==> src/sd_host_pkg.sv <==
package sd_host_pkg;

    // register map, word addresses
    localparam logic [2:0] REG_ARG    = 3'd0;
    localparam logic [2:0] REG_CMD    = 3'd1;
    localparam logic [2:0] REG_RESP   = 3'd2;
    localparam logic [2:0] REG_STATUS = 3'd3;
    localparam logic [2:0] REG_INT_EN = 3'd4;
    localparam logic [2:0] REG_CLKDIV = 3'd5;

    // status bit positions
    localparam int ST_COMPLETE  = 0;
    localparam int ST_TIMEOUT   = 1;
    localparam int ST_CRC_ERR   = 2;
    localparam int ST_INDEX_ERR = 3;
    localparam int ST_INHIBIT   = 8;

    localparam int CMD_INDEX_W  = 6;
    localparam int CMD_RESP_BIT = 8;

    // first 40 bits of a command frame, msb goes out first
    typedef union packed {
        struct packed {
            logic                   start;
            logic                   transmission;
            logic [CMD_INDEX_W-1:0] index;
            logic [31:0]            argument;
        } fields;
        logic [39:0] raw;
    } cmd_token_u;

    // x^7 + x^3 + 1, one bit per call
    function automatic logic [6:0] crc7_next(input logic [6:0] crc, input logic din);
        logic fb;
        fb = crc[6] ^ din;
        return {crc[5:3], crc[2] ^ fb, crc[1:0], fb};
    endfunction

endpackage
==> src/sd_cmd_if.sv <==
interface sd_cmd_if import sd_host_pkg::*; ();

    // master to serial engine
    logic        start;
    cmd_token_u  token;
    logic        resp_en;

    // serial engine back to master, valid with done
    logic        done;
    logic        timeout;
    logic        crc_err;
    logic        index_err;
    logic [31:0] resp_arg;

    modport master (
        output start, token, resp_en,
        input  done, timeout, crc_err, index_err, resp_arg
    );

    modport serial (
        input  start, token, resp_en,
        output done, timeout, crc_err, index_err, resp_arg
    );

endinterface

==> src/sd_host_top.sv <==
module sd_host_top import sd_host_pkg::*; #(
    parameter int DIV_W        = 8,
    parameter int RESP_TIMEOUT = 64
) (
    input  logic        wb_clk_i,
    input  logic        rst_n_i,
    input  logic        cyc_i,
    input  logic        stb_i,
    input  logic        we_i,
    input  logic [2:0]  adr_i,
    input  logic [31:0] dat_i,
    input  logic        sd_cmd_i,
    output logic [31:0] dat_o,
    output logic        ack_o,
    output logic        int_o,
    output logic        sd_clk_o,
    output logic        sd_cmd_o,
    output logic        sd_cmd_oe_o
);

    logic                   start;
    logic [31:0]            argument;
    logic [CMD_INDEX_W-1:0] cmd_index;
    logic                   resp_en;
    logic [DIV_W-1:0]       divisor;
    logic                   busy;
    logic                   result_valid;
    logic                   timeout;
    logic                   crc_err;
    logic                   index_err;
    logic [31:0]            resp_arg;
    logic                   sd_rise;
    logic                   sd_fall;

    sd_cmd_if u_cmd_if ();

    sd_wb_regs #(.DIV_W(DIV_W)) u_regs (
        .wb_clk_i(wb_clk_i), .rst_n_i(rst_n_i),
        .cyc_i(cyc_i), .stb_i(stb_i), .we_i(we_i), .adr_i(adr_i), .dat_i(dat_i),
        .busy_i(busy), .result_valid_i(result_valid), .timeout_i(timeout),
        .crc_err_i(crc_err), .index_err_i(index_err), .resp_arg_i(resp_arg),
        .dat_o(dat_o), .ack_o(ack_o), .int_o(int_o), .start_o(start),
        .argument_o(argument), .cmd_index_o(cmd_index), .resp_en_o(resp_en),
        .divisor_o(divisor)
    );

    sd_clk_div #(.DIV_W(DIV_W)) u_clk_div (
        .wb_clk_i(wb_clk_i), .rst_n_i(rst_n_i), .divisor_i(divisor),
        .sd_clk_o(sd_clk_o), .sd_rise_o(sd_rise), .sd_fall_o(sd_fall)
    );

    sd_cmd_master u_cmd_master (
        .wb_clk_i(wb_clk_i), .rst_n_i(rst_n_i), .start_i(start),
        .argument_i(argument), .cmd_index_i(cmd_index), .resp_en_i(resp_en),
        .cmd(u_cmd_if.master),
        .busy_o(busy), .result_valid_o(result_valid), .timeout_o(timeout),
        .crc_err_o(crc_err), .index_err_o(index_err), .resp_arg_o(resp_arg)
    );

    sd_cmd_serial #(.RESP_TIMEOUT(RESP_TIMEOUT)) u_cmd_serial (
        .wb_clk_i(wb_clk_i), .rst_n_i(rst_n_i),
        .sd_rise_i(sd_rise), .sd_fall_i(sd_fall), .sd_cmd_i(sd_cmd_i),
        .cmd(u_cmd_if.serial),
        .sd_cmd_o(sd_cmd_o), .sd_cmd_oe_o(sd_cmd_oe_o)
    );

endmodule

==> src/sd_cmd_serial.sv <==
module sd_cmd_serial import sd_host_pkg::*; #(
    parameter int RESP_TIMEOUT = 64
) (
    input  logic      wb_clk_i,
    input  logic      rst_n_i,
    input  logic      sd_rise_i,
    input  logic      sd_fall_i,
    input  logic      sd_cmd_i,
    sd_cmd_if.serial  cmd,
    output logic      sd_cmd_o,
    output logic      sd_cmd_oe_o
);

    localparam int TMO_W = $clog2(RESP_TIMEOUT + 1);

    localparam logic [2:0] S_IDLE   = 3'd0;
    localparam logic [2:0] S_SEND   = 3'd1;
    localparam logic [2:0] S_GAP    = 3'd2;
    localparam logic [2:0] S_WAIT   = 3'd3;
    localparam logic [2:0] S_RECV   = 3'd4;
    localparam logic [2:0] S_FINISH = 3'd5;

    logic [2:0]       state_q;
    logic [5:0]       bit_cnt_q;
    logic [TMO_W-1:0] tmo_cnt_q;
    logic             tmo_q;
    logic [39:0]      tx_q;
    logic [47:0]      rx_q;
    logic [6:0]       crc_q;
    logic             done_q;
    logic             timeout_q;
    logic             crc_err_q;
    logic             index_err_q;
    logic [31:0]      resp_arg_q;

    always_ff @(posedge wb_clk_i or negedge rst_n_i) begin
        if (!rst_n_i) begin
            state_q     <= S_IDLE;
            bit_cnt_q   <= '0;
            tmo_cnt_q   <= '0;
            tmo_q       <= 1'b0;
            done_q      <= 1'b0;
            timeout_q   <= 1'b0;
            crc_err_q   <= 1'b0;
            index_err_q <= 1'b0;
            sd_cmd_o    <= 1'b1;
            sd_cmd_oe_o <= 1'b0;
        end else begin
            done_q <= 1'b0;
            case (state_q)
                S_IDLE: begin
                    if (cmd.start) begin
                        bit_cnt_q <= '0;
                        tmo_q     <= 1'b0;
                        state_q   <= S_SEND;
                    end
                end
                S_SEND: begin
                    if (sd_fall_i) begin
                        if (bit_cnt_q == 6'd48) begin
                            // end bit has been sampled, release the line
                            sd_cmd_oe_o <= 1'b0;
                            sd_cmd_o    <= 1'b1;
                            bit_cnt_q   <= '0;
                            tmo_cnt_q   <= '0;
                            state_q     <= cmd.resp_en ? S_WAIT : S_GAP;
                        end else begin
                            sd_cmd_oe_o <= 1'b1;
                            bit_cnt_q   <= bit_cnt_q + 1'b1;
                            if (bit_cnt_q < 6'd40) begin
                                sd_cmd_o <= tx_q[39];
                            end else if (bit_cnt_q < 6'd47) begin
                                sd_cmd_o <= crc_q[6];
                            end else begin
                                sd_cmd_o <= 1'b1;
                            end
                        end
                    end
                end
                S_GAP: begin
                    if (sd_fall_i) begin
                        bit_cnt_q <= bit_cnt_q + 1'b1;
                        if (bit_cnt_q == 6'd7) begin
                            state_q <= S_FINISH;
                        end
                    end
                end
                S_WAIT: begin
                    if (sd_rise_i) begin
                        if (!sd_cmd_i) begin
                            bit_cnt_q <= 6'd1;
                            state_q   <= S_RECV;
                        end else if (tmo_cnt_q == TMO_W'(RESP_TIMEOUT - 1)) begin
                            tmo_q   <= 1'b1;
                            state_q <= S_FINISH;
                        end else begin
                            tmo_cnt_q <= tmo_cnt_q + 1'b1;
                        end
                    end
                end
                S_RECV: begin
                    if (sd_rise_i) begin
                        bit_cnt_q <= bit_cnt_q + 1'b1;
                        if (bit_cnt_q == 6'd47) begin
                            state_q <= S_FINISH;
                        end
                    end
                end
                S_FINISH: begin
                    done_q      <= 1'b1;
                    timeout_q   <= tmo_q;
                    crc_err_q   <= cmd.resp_en & ~tmo_q & (crc_q != rx_q[7:1]);
                    index_err_q <= cmd.resp_en & ~tmo_q &
                                   (rx_q[45:40] != cmd.token.fields.index);
                    state_q     <= S_IDLE;
                end
                default: state_q <= S_IDLE;
            endcase
        end
    end

    // shift registers and crc
    always_ff @(posedge wb_clk_i) begin
        case (state_q)
            S_IDLE: begin
                if (cmd.start) begin
                    tx_q  <= cmd.token.raw;
                    crc_q <= '0;
                end
            end
            S_SEND: begin
                if (sd_fall_i) begin
                    if (bit_cnt_q < 6'd40) begin
                        crc_q <= crc7_next(crc_q, tx_q[39]);
                        tx_q  <= {tx_q[38:0], 1'b0};
                    end else if (bit_cnt_q < 6'd47) begin
                        crc_q <= {crc_q[5:0], 1'b0};
                    end
                end
            end
            S_WAIT: begin
                if (sd_rise_i && !sd_cmd_i) begin
                    rx_q  <= {rx_q[46:0], sd_cmd_i};
                    crc_q <= crc7_next(7'd0, sd_cmd_i);
                end
            end
            S_RECV: begin
                if (sd_rise_i) begin
                    rx_q <= {rx_q[46:0], sd_cmd_i};
                    if (bit_cnt_q < 6'd40) begin
                        crc_q <= crc7_next(crc_q, sd_cmd_i);
                    end
                end
            end
            S_FINISH: resp_arg_q <= rx_q[39:8];
            default: ;
        endcase
    end

    assign cmd.done      = done_q;
    assign cmd.timeout   = timeout_q;
    assign cmd.crc_err   = crc_err_q;
    assign cmd.index_err = index_err_q;
    assign cmd.resp_arg  = resp_arg_q;

endmodule

==> src/sd_cmd_master.sv <==
module sd_cmd_master import sd_host_pkg::*; (
    input  logic                   wb_clk_i,
    input  logic                   rst_n_i,
    input  logic                   start_i,
    input  logic [31:0]            argument_i,
    input  logic [CMD_INDEX_W-1:0] cmd_index_i,
    input  logic                   resp_en_i,
    sd_cmd_if.master               cmd,
    output logic                   busy_o,
    output logic                   result_valid_o,
    output logic                   timeout_o,
    output logic                   crc_err_o,
    output logic                   index_err_o,
    output logic [31:0]            resp_arg_o
);

    localparam logic [1:0] S_IDLE  = 2'd0;
    localparam logic [1:0] S_ISSUE = 2'd1;
    localparam logic [1:0] S_WAIT  = 2'd2;

    logic [1:0] state_q;
    logic       start_q;
    logic       resp_en_q;
    cmd_token_u token_q;

    always_ff @(posedge wb_clk_i or negedge rst_n_i) begin
        if (!rst_n_i) begin
            state_q        <= S_IDLE;
            start_q        <= 1'b0;
            resp_en_q      <= 1'b0;
            result_valid_o <= 1'b0;
        end else begin
            start_q        <= 1'b0;
            result_valid_o <= 1'b0;
            case (state_q)
                S_IDLE: begin
                    if (start_i) begin
                        state_q <= S_ISSUE;
                    end
                end
                S_ISSUE: begin
                    resp_en_q <= resp_en_i;
                    start_q   <= 1'b1;
                    state_q   <= S_WAIT;
                end
                S_WAIT: begin
                    if (cmd.done) begin
                        result_valid_o <= 1'b1;
                        state_q        <= S_IDLE;
                    end
                end
                default: state_q <= S_IDLE;
            endcase
        end
    end

    // token and result payload
    always_ff @(posedge wb_clk_i) begin
        if (state_q == S_ISSUE) begin
            token_q.fields.start        <= 1'b0;
            token_q.fields.transmission <= 1'b1;
            token_q.fields.index        <= cmd_index_i;
            token_q.fields.argument     <= argument_i;
        end
        if (state_q == S_WAIT && cmd.done) begin
            timeout_o   <= cmd.timeout;
            crc_err_o   <= cmd.crc_err;
            index_err_o <= cmd.index_err;
            resp_arg_o  <= cmd.resp_arg;
        end
    end

    assign cmd.start   = start_q;
    assign cmd.token   = token_q;
    assign cmd.resp_en = resp_en_q;

    // stays busy until the status update has landed
    assign busy_o = (state_q != S_IDLE) | result_valid_o;

endmodule

==> src/sd_clk_div.sv <==
module sd_clk_div #(
    parameter int DIV_W = 8
) (
    input  logic             wb_clk_i,
    input  logic             rst_n_i,
    input  logic [DIV_W-1:0] divisor_i,
    output logic             sd_clk_o,
    output logic             sd_rise_o,
    output logic             sd_fall_o
);

    logic [DIV_W-1:0] cnt_q;

    // half period is divisor+1 wb_clk cycles
    always_ff @(posedge wb_clk_i or negedge rst_n_i) begin
        if (!rst_n_i) begin
            cnt_q     <= '0;
            sd_clk_o  <= 1'b0;
            sd_rise_o <= 1'b0;
            sd_fall_o <= 1'b0;
        end else begin
            sd_rise_o <= 1'b0;
            sd_fall_o <= 1'b0;
            if (cnt_q == '0) begin
                cnt_q    <= divisor_i;
                sd_clk_o <= ~sd_clk_o;
                // tick marks the edge just produced
                if (sd_clk_o) begin
                    sd_fall_o <= 1'b1;
                end else begin
                    sd_rise_o <= 1'b1;
                end
            end else begin
                cnt_q <= cnt_q - 1'b1;
            end
        end
    end

endmodule

==> src/sd_wb_regs.sv <==
module sd_wb_regs import sd_host_pkg::*; #(
    parameter int DIV_W = 8
) (
    input  logic                   wb_clk_i,
    input  logic                   rst_n_i,
    input  logic                   cyc_i,
    input  logic                   stb_i,
    input  logic                   we_i,
    input  logic [2:0]             adr_i,
    input  logic [31:0]            dat_i,
    input  logic                   busy_i,
    input  logic                   result_valid_i,
    input  logic                   timeout_i,
    input  logic                   crc_err_i,
    input  logic                   index_err_i,
    input  logic [31:0]            resp_arg_i,
    output logic [31:0]            dat_o,
    output logic                   ack_o,
    output logic                   int_o,
    output logic                   start_o,
    output logic [31:0]            argument_o,
    output logic [CMD_INDEX_W-1:0] cmd_index_o,
    output logic                   resp_en_o,
    output logic [DIV_W-1:0]       divisor_o
);

    logic        access;
    logic        wr_en;
    logic [31:0] rd_data;
    logic [31:0] resp_q;
    logic [3:0]  status_q;
    logic [3:0]  status_set;
    logic [3:0]  status_clr;
    logic [3:0]  int_en_q;

    // one access per strobe, ack drops for a cycle in between
    assign access = cyc_i & stb_i & ~ack_o;
    assign wr_en  = access & we_i;

    always_comb begin
        status_set = '0;
        if (result_valid_i) begin
            status_set[ST_COMPLETE]  = ~timeout_i;
            status_set[ST_TIMEOUT]   = timeout_i;
            status_set[ST_CRC_ERR]   = crc_err_i;
            status_set[ST_INDEX_ERR] = index_err_i;
        end
        status_clr = (wr_en && adr_i == REG_STATUS) ? dat_i[3:0] : 4'b0;
    end

    always_ff @(posedge wb_clk_i or negedge rst_n_i) begin
        if (!rst_n_i) begin
            ack_o       <= 1'b0;
            start_o     <= 1'b0;
            argument_o  <= '0;
            cmd_index_o <= '0;
            resp_en_o   <= 1'b0;
            resp_q      <= '0;
            status_q    <= '0;
            int_en_q    <= '0;
            divisor_o   <= DIV_W'(4);
        end else begin
            ack_o    <= access;
            start_o  <= 1'b0;
            status_q <= (status_q & ~status_clr) | status_set;
            if (wr_en) begin
                case (adr_i)
                    REG_ARG:    argument_o <= dat_i;
                    REG_INT_EN: int_en_q   <= dat_i[3:0];
                    REG_CLKDIV: divisor_o  <= dat_i[DIV_W-1:0];
                    REG_CMD: begin
                        // command held stable while the cmd path is busy
                        if (!busy_i) begin
                            cmd_index_o <= dat_i[CMD_INDEX_W-1:0];
                            resp_en_o   <= dat_i[CMD_RESP_BIT];
                            start_o     <= 1'b1;
                        end
                    end
                    default: ;
                endcase
            end
            if (result_valid_i && !timeout_i && resp_en_o) begin
                resp_q <= resp_arg_i;
            end
        end
    end

    always_comb begin
        rd_data = '0;
        case (adr_i)
            REG_ARG:  rd_data = argument_o;
            REG_RESP: rd_data = resp_q;
            REG_CMD: begin
                rd_data[CMD_INDEX_W-1:0] = cmd_index_o;
                rd_data[CMD_RESP_BIT]    = resp_en_o;
            end
            REG_STATUS: begin
                rd_data[3:0]       = status_q;
                rd_data[ST_INHIBIT] = busy_i;
            end
            REG_INT_EN: rd_data[3:0]       = int_en_q;
            REG_CLKDIV: rd_data[DIV_W-1:0] = divisor_o;
            default: ;
        endcase
    end

    always_ff @(posedge wb_clk_i) begin
        if (access) begin
            dat_o <= rd_data;
        end
    end

    assign int_o = |(status_q & int_en_q);

endmodule

==> config.mk <==
export PLATFORM = sky130hd
export DESIGN_NAME = sd_host_top
export DESIGN_NICKNAME = d
export VERILOG_FILES = /design/src/sd_host_pkg.sv /design/src/sd_cmd_if.sv /design/src/sd_host_top.sv /design/src/sd_cmd_serial.sv /design/src/sd_cmd_master.sv /design/src/sd_clk_div.sv /design/src/sd_wb_regs.sv
export SDC_FILE = /design/constraint.sdc
export NUM_CORES = 1
export LEC_CHECK = 0
export ABC_CLOCK_PERIOD_IN_PS = 5030
export BUFFER_PORTS_ARGS = -buffer_cell sky130_fd_sc_hd__buf_2
export CELL_PAD_IN_SITES_DETAIL_PLACEMENT = 0
export CELL_PAD_IN_SITES_GLOBAL_PLACEMENT = 1
export CORE_MARGIN = 10
export CORE_UTILIZATION = 51
export DETAILED_ROUTE_END_ITERATION = 16
export GPL_TIMING_DRIVEN = 0
export PLACE_DENSITY = 0.91
export SYNTH_ARGS = -nofsm -noshare
export SYNTH_HDL_FRONTEND = slang
export SYNTH_SLANG_ARGS = --single-unit
==> constraint.sdc <==
create_clock -name wb_clk_i -period 5.03 [get_ports wb_clk_i]
set_input_delay 0.503 -clock wb_clk_i [delete_from_list [all_inputs] [get_ports wb_clk_i]]
set_output_delay 0.503 -clock wb_clk_i [all_outputs]
set_load 0.05 [all_outputs]
# == Yosys cells after proc, flatten, opt, wreduce, memory -nomap -nowiden ==
# Index checks and enable logic that the tools add are counted.
# word_totals
regBits,358
input_bits,41
out_inout_bits,37
word_cells,203
# op_classes
add_sub_neg,3
order_cmp,2
eq_ne,37
n_mux,72
bitwise_logic,20
reduce_logical,32
# op_table
cell,count
two-way mux 40 bit,3
two-way mux 46 bit,2
one-hot mux 46 bit (2 select lines),1
two-way mux 7 bit,12
one-hot mux 40 bit (2 select lines),1
one-hot mux 23 bit (2 select lines),1
two-way mux 6 bit,7
two-way mux 3 bit,10
one-hot mux 6 bit (5 select lines),1
one-hot mux 7 bit (4 select lines),1
one-hot mux 4 bit (6 select lines),1
two-way mux 1 bit,20
inequality test 2 bit (second input constant),9
inequality test 2 x 1 -> 1 bit (second input constant),8
one-hot mux 3 bit (5 select lines),1
one-hot mux 7 bit (2 select lines),1
AND reduction 7 bit,2
== test 3 x 2 -> 1 bit (second input constant),4
== test 3 bit (second input constant),4
== test 6 bit (second input constant),2
less-than comparator 6 bit (second input constant),2
one-hot mux 2 bit (3 select lines),2
AND reduction 2 bit,5
nonzero test 2 bit,5
other kinds (38),61

# == Depth between registers and ports, before layout ==
# logic_depth
depth_word,8
depth_mapped,7
depth_no_buf,6

# == Hierarchy ==
# A second synthesis with hierarchy kept.
# unflattened
cells_unflattened,917
area_unflattened_um2,14112.3
# by_module_without_submodules
module,n_inst,cells_each,area_each_um2,seq_area_each_um2
sd_cmd_serial,1,459,6060.8,4330.4
sd_wb_regs,1,320,5124.9,3189.3
sd_cmd_master,1,89,2406.1,2317.2
sd_clk_div,1,49,520.5,275.3

# == Worst setup path before layout ==
# Ideal clock, no wire load.
# synth_path
kind,register -> register
from,reg u_cmd_serial.state_q[0]
to,"reg u_cmd_serial.tx_q[0], enable pin"
setup_time_ps,487
arrival_time_ps,3708
required_ps,4543
slack_ps,835
path_stages_with_launch,6
cell_sequence,dfrtp_1 -> buf_4 -> clkbuf_1 -> and3_1 -> a21oi_1 -> nor3_1
# synth_via
elab_chain_cells,3
# synth_rtl
item,line,text
"start, declared",sd_cmd_serial.sv:23,logic [2:0] state_q;
"start signal, assigned",sd_cmd_serial.sv:66,state_q <= cmd.resp_en ? S_WAIT : S_GAP;
== test 3 x 1 -> 1 bit / logical NOT 3 bit (equally long branches),sd_cmd_serial.sv:124,case (state_q)
inequality test 2 x 1 -> 1 bit (no source line) (tied with other cells),--,
AND reduction 4 bit (no source line) (*),--,
"end signal, assigned",sd_cmd_serial.sv:127,tx_q <= cmd.token.raw;
"end signal, assigned",sd_cmd_serial.sv:135,"tx_q <= {tx_q[38:0], 1'b0};"
"end, declared",sd_cmd_serial.sv:27,logic [39:0] tx_q;
# Mark *: on every way between the ends. The rest lies on a longest branch, timed or not.
# A chain may end at the register's enable or synchronous reset.

# == Worst setup path in the final report ==
# layout_path
from,reg u_cmd_serial.state_q[1]
to,"reg u_cmd_serial.rx_q[12], enable pin"
# layout_via
elab_chain_cells,3
# layout_rtl
item,line,text
== test 3 x 2 -> 1 bit / == test 3 bit (equally long branches),sd_cmd_serial.sv:124,
inequality test 2 x 1 -> 1 bit (no source line) (tied with other cells),--,
AND reduction 3 bit (no source line) (*),--,
"end signal, assigned",sd_cmd_serial.sv:143,"rx_q <= {rx_q[46:0], sd_cmd_i};"
"end signal, assigned",sd_cmd_serial.sv:149,"rx_q <= {rx_q[46:0], sd_cmd_i};"
"end, declared",sd_cmd_serial.sv:28,logic [47:0] rx_q;
# Marked as above.

==> impl_metrics.sql <==
INSERT INTO impl_metrics (metric_group, metric, value, unit) VALUES
('worst_hold_path', 'timing.hold.worst.class', 'input port to register', ''),
('pwr', 'max-vdd-ir-drop', '334', 'uV'),
('pwr', 'power.switching', '2.02', 'mW'),
('clocking', 'post-cts-setup-buffer-count', '0', ''),
('synthesis', 'postSynthCellCount', '889', ''),
('pwr', 'internal_power', '5.30', 'mW'),
('global_routing', 'overflow', '0', ''),
('clocking', 'clk_transition_reported_paths', '0.06', 'ns'),
('place', 'gp_congestion', '0.819', ''),
('place', 'dp_slack', '2.35', 'ns'),
('setup_path', 'slowest_stage', 'clkbuf_1', ''),
('global_routing', 'grt_max_degree', '84', ''),
('cells_and_area', 'fin_nets', '1056', ''),
('floorplanning', 'die_y', '183', 'um'),
('setup_path', 'startpoint_type', 'register', ''),
('cells_and_area', 'antenna-diode-count', '0', ''),
('synthesis', 'synth_nets', '934', ''),
('worst_hold_path', 'hold_start', 'dat_i[27]', ''),
('clocking', 'numClockSinks', '358', ''),
('worst_hold_path', 'timing.hold.worst_path_depth', '2', ''),
('status', 'run_status', 'finished, final reports clean', ''),
('floorplanning', 'chipWidth', '183', 'um'),
('synthesis', 'synth_xor_area_share', '1.41', '%'),
('floorplanning', 'top_level_i_o_count', '78', ''),
('pwr', 'netSwitchingFraction', '27.6', '%'),
('synthesis', 'synth_area_leader_cell', 'edfxtp_1', ''),
('global_routing', 'met2_usage', '27.4', '%'),
('setup_path', 'worst-r2r-cell-count', '7', ''),
('synthesis', 'synth.mux.area_fraction', '8.48', '%'),
('floorplanning', 'num_rows', '59', ''),
('routing', 'routed_wirelength', '27.2', 'mm'),
('synthesis', 'synth_seq_cells', '358', ''),
('global_routing', 'grt_first_pass_wirelength', '43.7', 'mm'),
('setup_path', 'end_kind', 'register', ''),
('setup_path', 'cp_data_arrival_time', '2.63', 'ns'),
('timing', 'fin_setup_tns', '0', 'ns'),
('pwr', 'power.density', '466', 'nW/um2'),
('synthesis', 'synth_compound_area_share', '5.69', '%'),
('timing', 'setup_viol', '0', ''),
('run', 'drv.max_cap_violation_count', '0', ''),
('global_routing', 'grt_busiest_layer', 'met2', ''),
('timing', 'final_period_minus_worst_setup_slack', '2.42', 'ns'),
('timing', 'timing.clock.skew', '0.0116', 'ns'),
('routing', 'antenna_viol_nets_final', '0', ''),
('synthesis', 'synth_async_sr_flop_share', '35.8', '%'),
('clocking', 'htreeDepth', '2', ''),
('clocking', 'tritoncts', 'yes', ''),
('timing', 'maxSlewViolCount', '0', ''),
('cells_and_area', 'postLayoutCoreUtil', '60.0', '%'),
('timing', 'hold_viol_final', '0', ''),
('cells_and_area', 'synthToLayoutAreaGrowth', '15.3', '%'),
('synthesis', 'synth_simple_gate_area_share', '8.40', '%'),
('pwr', 'combPwrFrac', '15.7', '%'),
('synthesis', 'syn_area_per_cell', '15.3', 'um2'),
('routing', 'drt_first_pass_iters', '5', ''),
('timing', 'worst-slew-pin-transition', '0.866', 'ns'),
('setup_path', 'cp.required', '5.23', 'ns'),
('clocking', 'tritoncts.num_buffers', '36', ''),
('clocking', 'clock-root-buffer', 'clkbuf_16', ''),
('synthesis', 'synth_cell_type_count', '58', ''),
('floorplanning', 'core_region_area', '26200', 'um2'),
('pwr', 'p_leak', '6.31', 'nW'),
('setup_path', 'regToRegSetupSlack', '2.61', 'ns'),
('synthesis', 'synthesis.area', '13600', 'um2'),
('place', 'place_hpwl', '18.5', 'mm'),
('setup_path', 'slowest_delay', '0.33', 'ns'),
('synthesis', 'synthesis.yosys.warnings', '0', ''),
('clocking', 'clock_tree.buffer_depth', '3', ''),
('place', 'port_buffers', '75', ''),
('timing', 'maxSlewHeadroom', '42.3', '%'),
('routing', 'via_per_inst', '5.54', '');
[critical path, delay by kind of cell, from the launching register on]
| family | cells | cell delay (ns) |
|---|---|---|
| AOI/OAI and AO/OA | 1 | 0.18 |
| buffers and inverters | 3 | 0.79 |
| DFF | 1 | 0.31 |
| and+or+nand+nor | 3 | 0.78 |
[flip-flops by register name (all words and copies together), names as in the netlist, 6 cells and up]
register,cells
u_cmd_serial.tx_q,40
u_cmd_serial.crc_q,7
u_cmd_serial.cmd.resp_arg,32
u_cmd_serial.rx_q,46
u_regs.resp_q,32
u_clk_div.cnt_q,8
u_cmd_master.cmd.token,38
u_cmd_serial.tmo_cnt_q,7
u_cmd_serial.bit_cnt_q,6
u_regs.argument_o,32
u_regs.divisor_o,8
u_regs.cmd_index_o,6
u_cmd_master.resp_arg_o,32
u_regs.dat_o,32
[layout by cell type (no fill, tap or decap), types with 12 or more instances in the layout]
cell	Yosys	routed
edfxtp_1	230	230
mux2_2	89	89
xnor2_1	13	13
dfrtp_1	126	126
a21oi_1	15	15
clkbuf_16	0	36
a22o_1	32	32
nand2_1	143	143
o21ai_0	22	22
mux2i_1	12	12
buf_2	7	81
nor2_1	33	32
clkbuf_1	17	25
[final cells by class]
type,count,area (um2)
Buffer,34,155
Sequential cell,358,10100
Multi-Input combinational cell,486,3340
Inverter,11,41.3
Fill cell,1888,10500
Clock buffer,45,945
Timing Repair Buffer,84,533
Clock inverter,21,171
Tap cell,335,419
[layer usage]
metal | up-vias | share of wire [%]
met4 | 0 | 3.0
li1 | 3521 | -
met5 | - | 0
met1 | 3851 | 42
met2 | 194 | 50
met3 | 51 | 5.1
[worst max-delay path by stage]
| stage | to | depth (start not counted) | slack (ns) |
|---|---|---|---|
| 2_1_floorplan | u_cmd_serial.tx_q[0] | 5 | 0.84 |
| 3_3_place_gp | u_cmd_serial.tx_q[26] | 4 | -0.44 |
| 6_report | u_cmd_serial.rx_q[12] | 7 | 2.61 |
| 3_5_place_dp | u_cmd_serial.cmd.resp_arg[21] | 4 | 2.35 |
| 4_1_cts | u_cmd_serial.cmd.resp_arg[7] | 4 | 2.33 |
| 5_1_grt | u_cmd_serial.rx_q[14] | 7 | 2.37 |
[power groups by stage]
stage	clock (mW)	sequential [mW]	combinational (mW)
after floorplan	0	3.72	0.789
after global placement	0	3.71	1.10
after detailed placement	0	3.72	1.15
after CTS	2.55	3.67	1.16
after global routing	2.67	3.70	1.29
final	2.50	3.67	1.15
[Yosys cell counts (3+ instances only)]
cell / count
nor2b_1: 7
a31oi_1: 6
a22oi_1: 6
nand3b_1: 3
buf_1: 5
edfxtp_1: 230
a21oi_1: 15
clkbuf_1: 17
nand2_1: 143
and3_1: 6
buf_2: 7
o21ai_0: 22
buf_4: 5
o21bai_1: 3
xor2_1: 9
nand4_1: 4
and2_1: 9
mux2i_1: 12
ha_1: 4
nor2_1: 33
a22o_1: 32
nor3_2: 4
a211oi_1: 3
o22ai_1: 4
inv_1: 11
dfrtp_1: 126
nor3_1: 7
o31ai_1: 4
nor3b_1: 3
nand3_1: 10
mux2_2: 89
nand2b_1: 5
xnor2_1: 13
[stage by stage]
step           cells  cell area (um2)  hold slack, ns  power, mW
4_1_cts         1373            15700           0.200       7.37
6_report        1374            15700           0.215       7.33
2_1_floorplan    889            13600           0.207       4.51
5_1_grt         1374            15700           0.210       7.66
3_5_place_dp    1306            14600           0.405       4.87
3_3_place_gp    1299            14400           0.401       4.81
[logic make-up (layout without fill, tap and decap cells)]
logic type | count (synthesis) | in the layout
adders and majority gates | 4 | 4
and+or+nand+nor | 248 | 248
xor gates and xnor gates | 22 | 22
DFF | 358 | 358
AOI/OAI and AO/OA | 109 | 109
buffers and inverters | 45 | 195
muxes | 103 | 103
[repair_timing]
item                      CTS  global route
hold buffers                1             0
resized for setup           0             0
hold endpoints to repair   43             0
No activity file was read; power rests on OpenSTA's default activity.
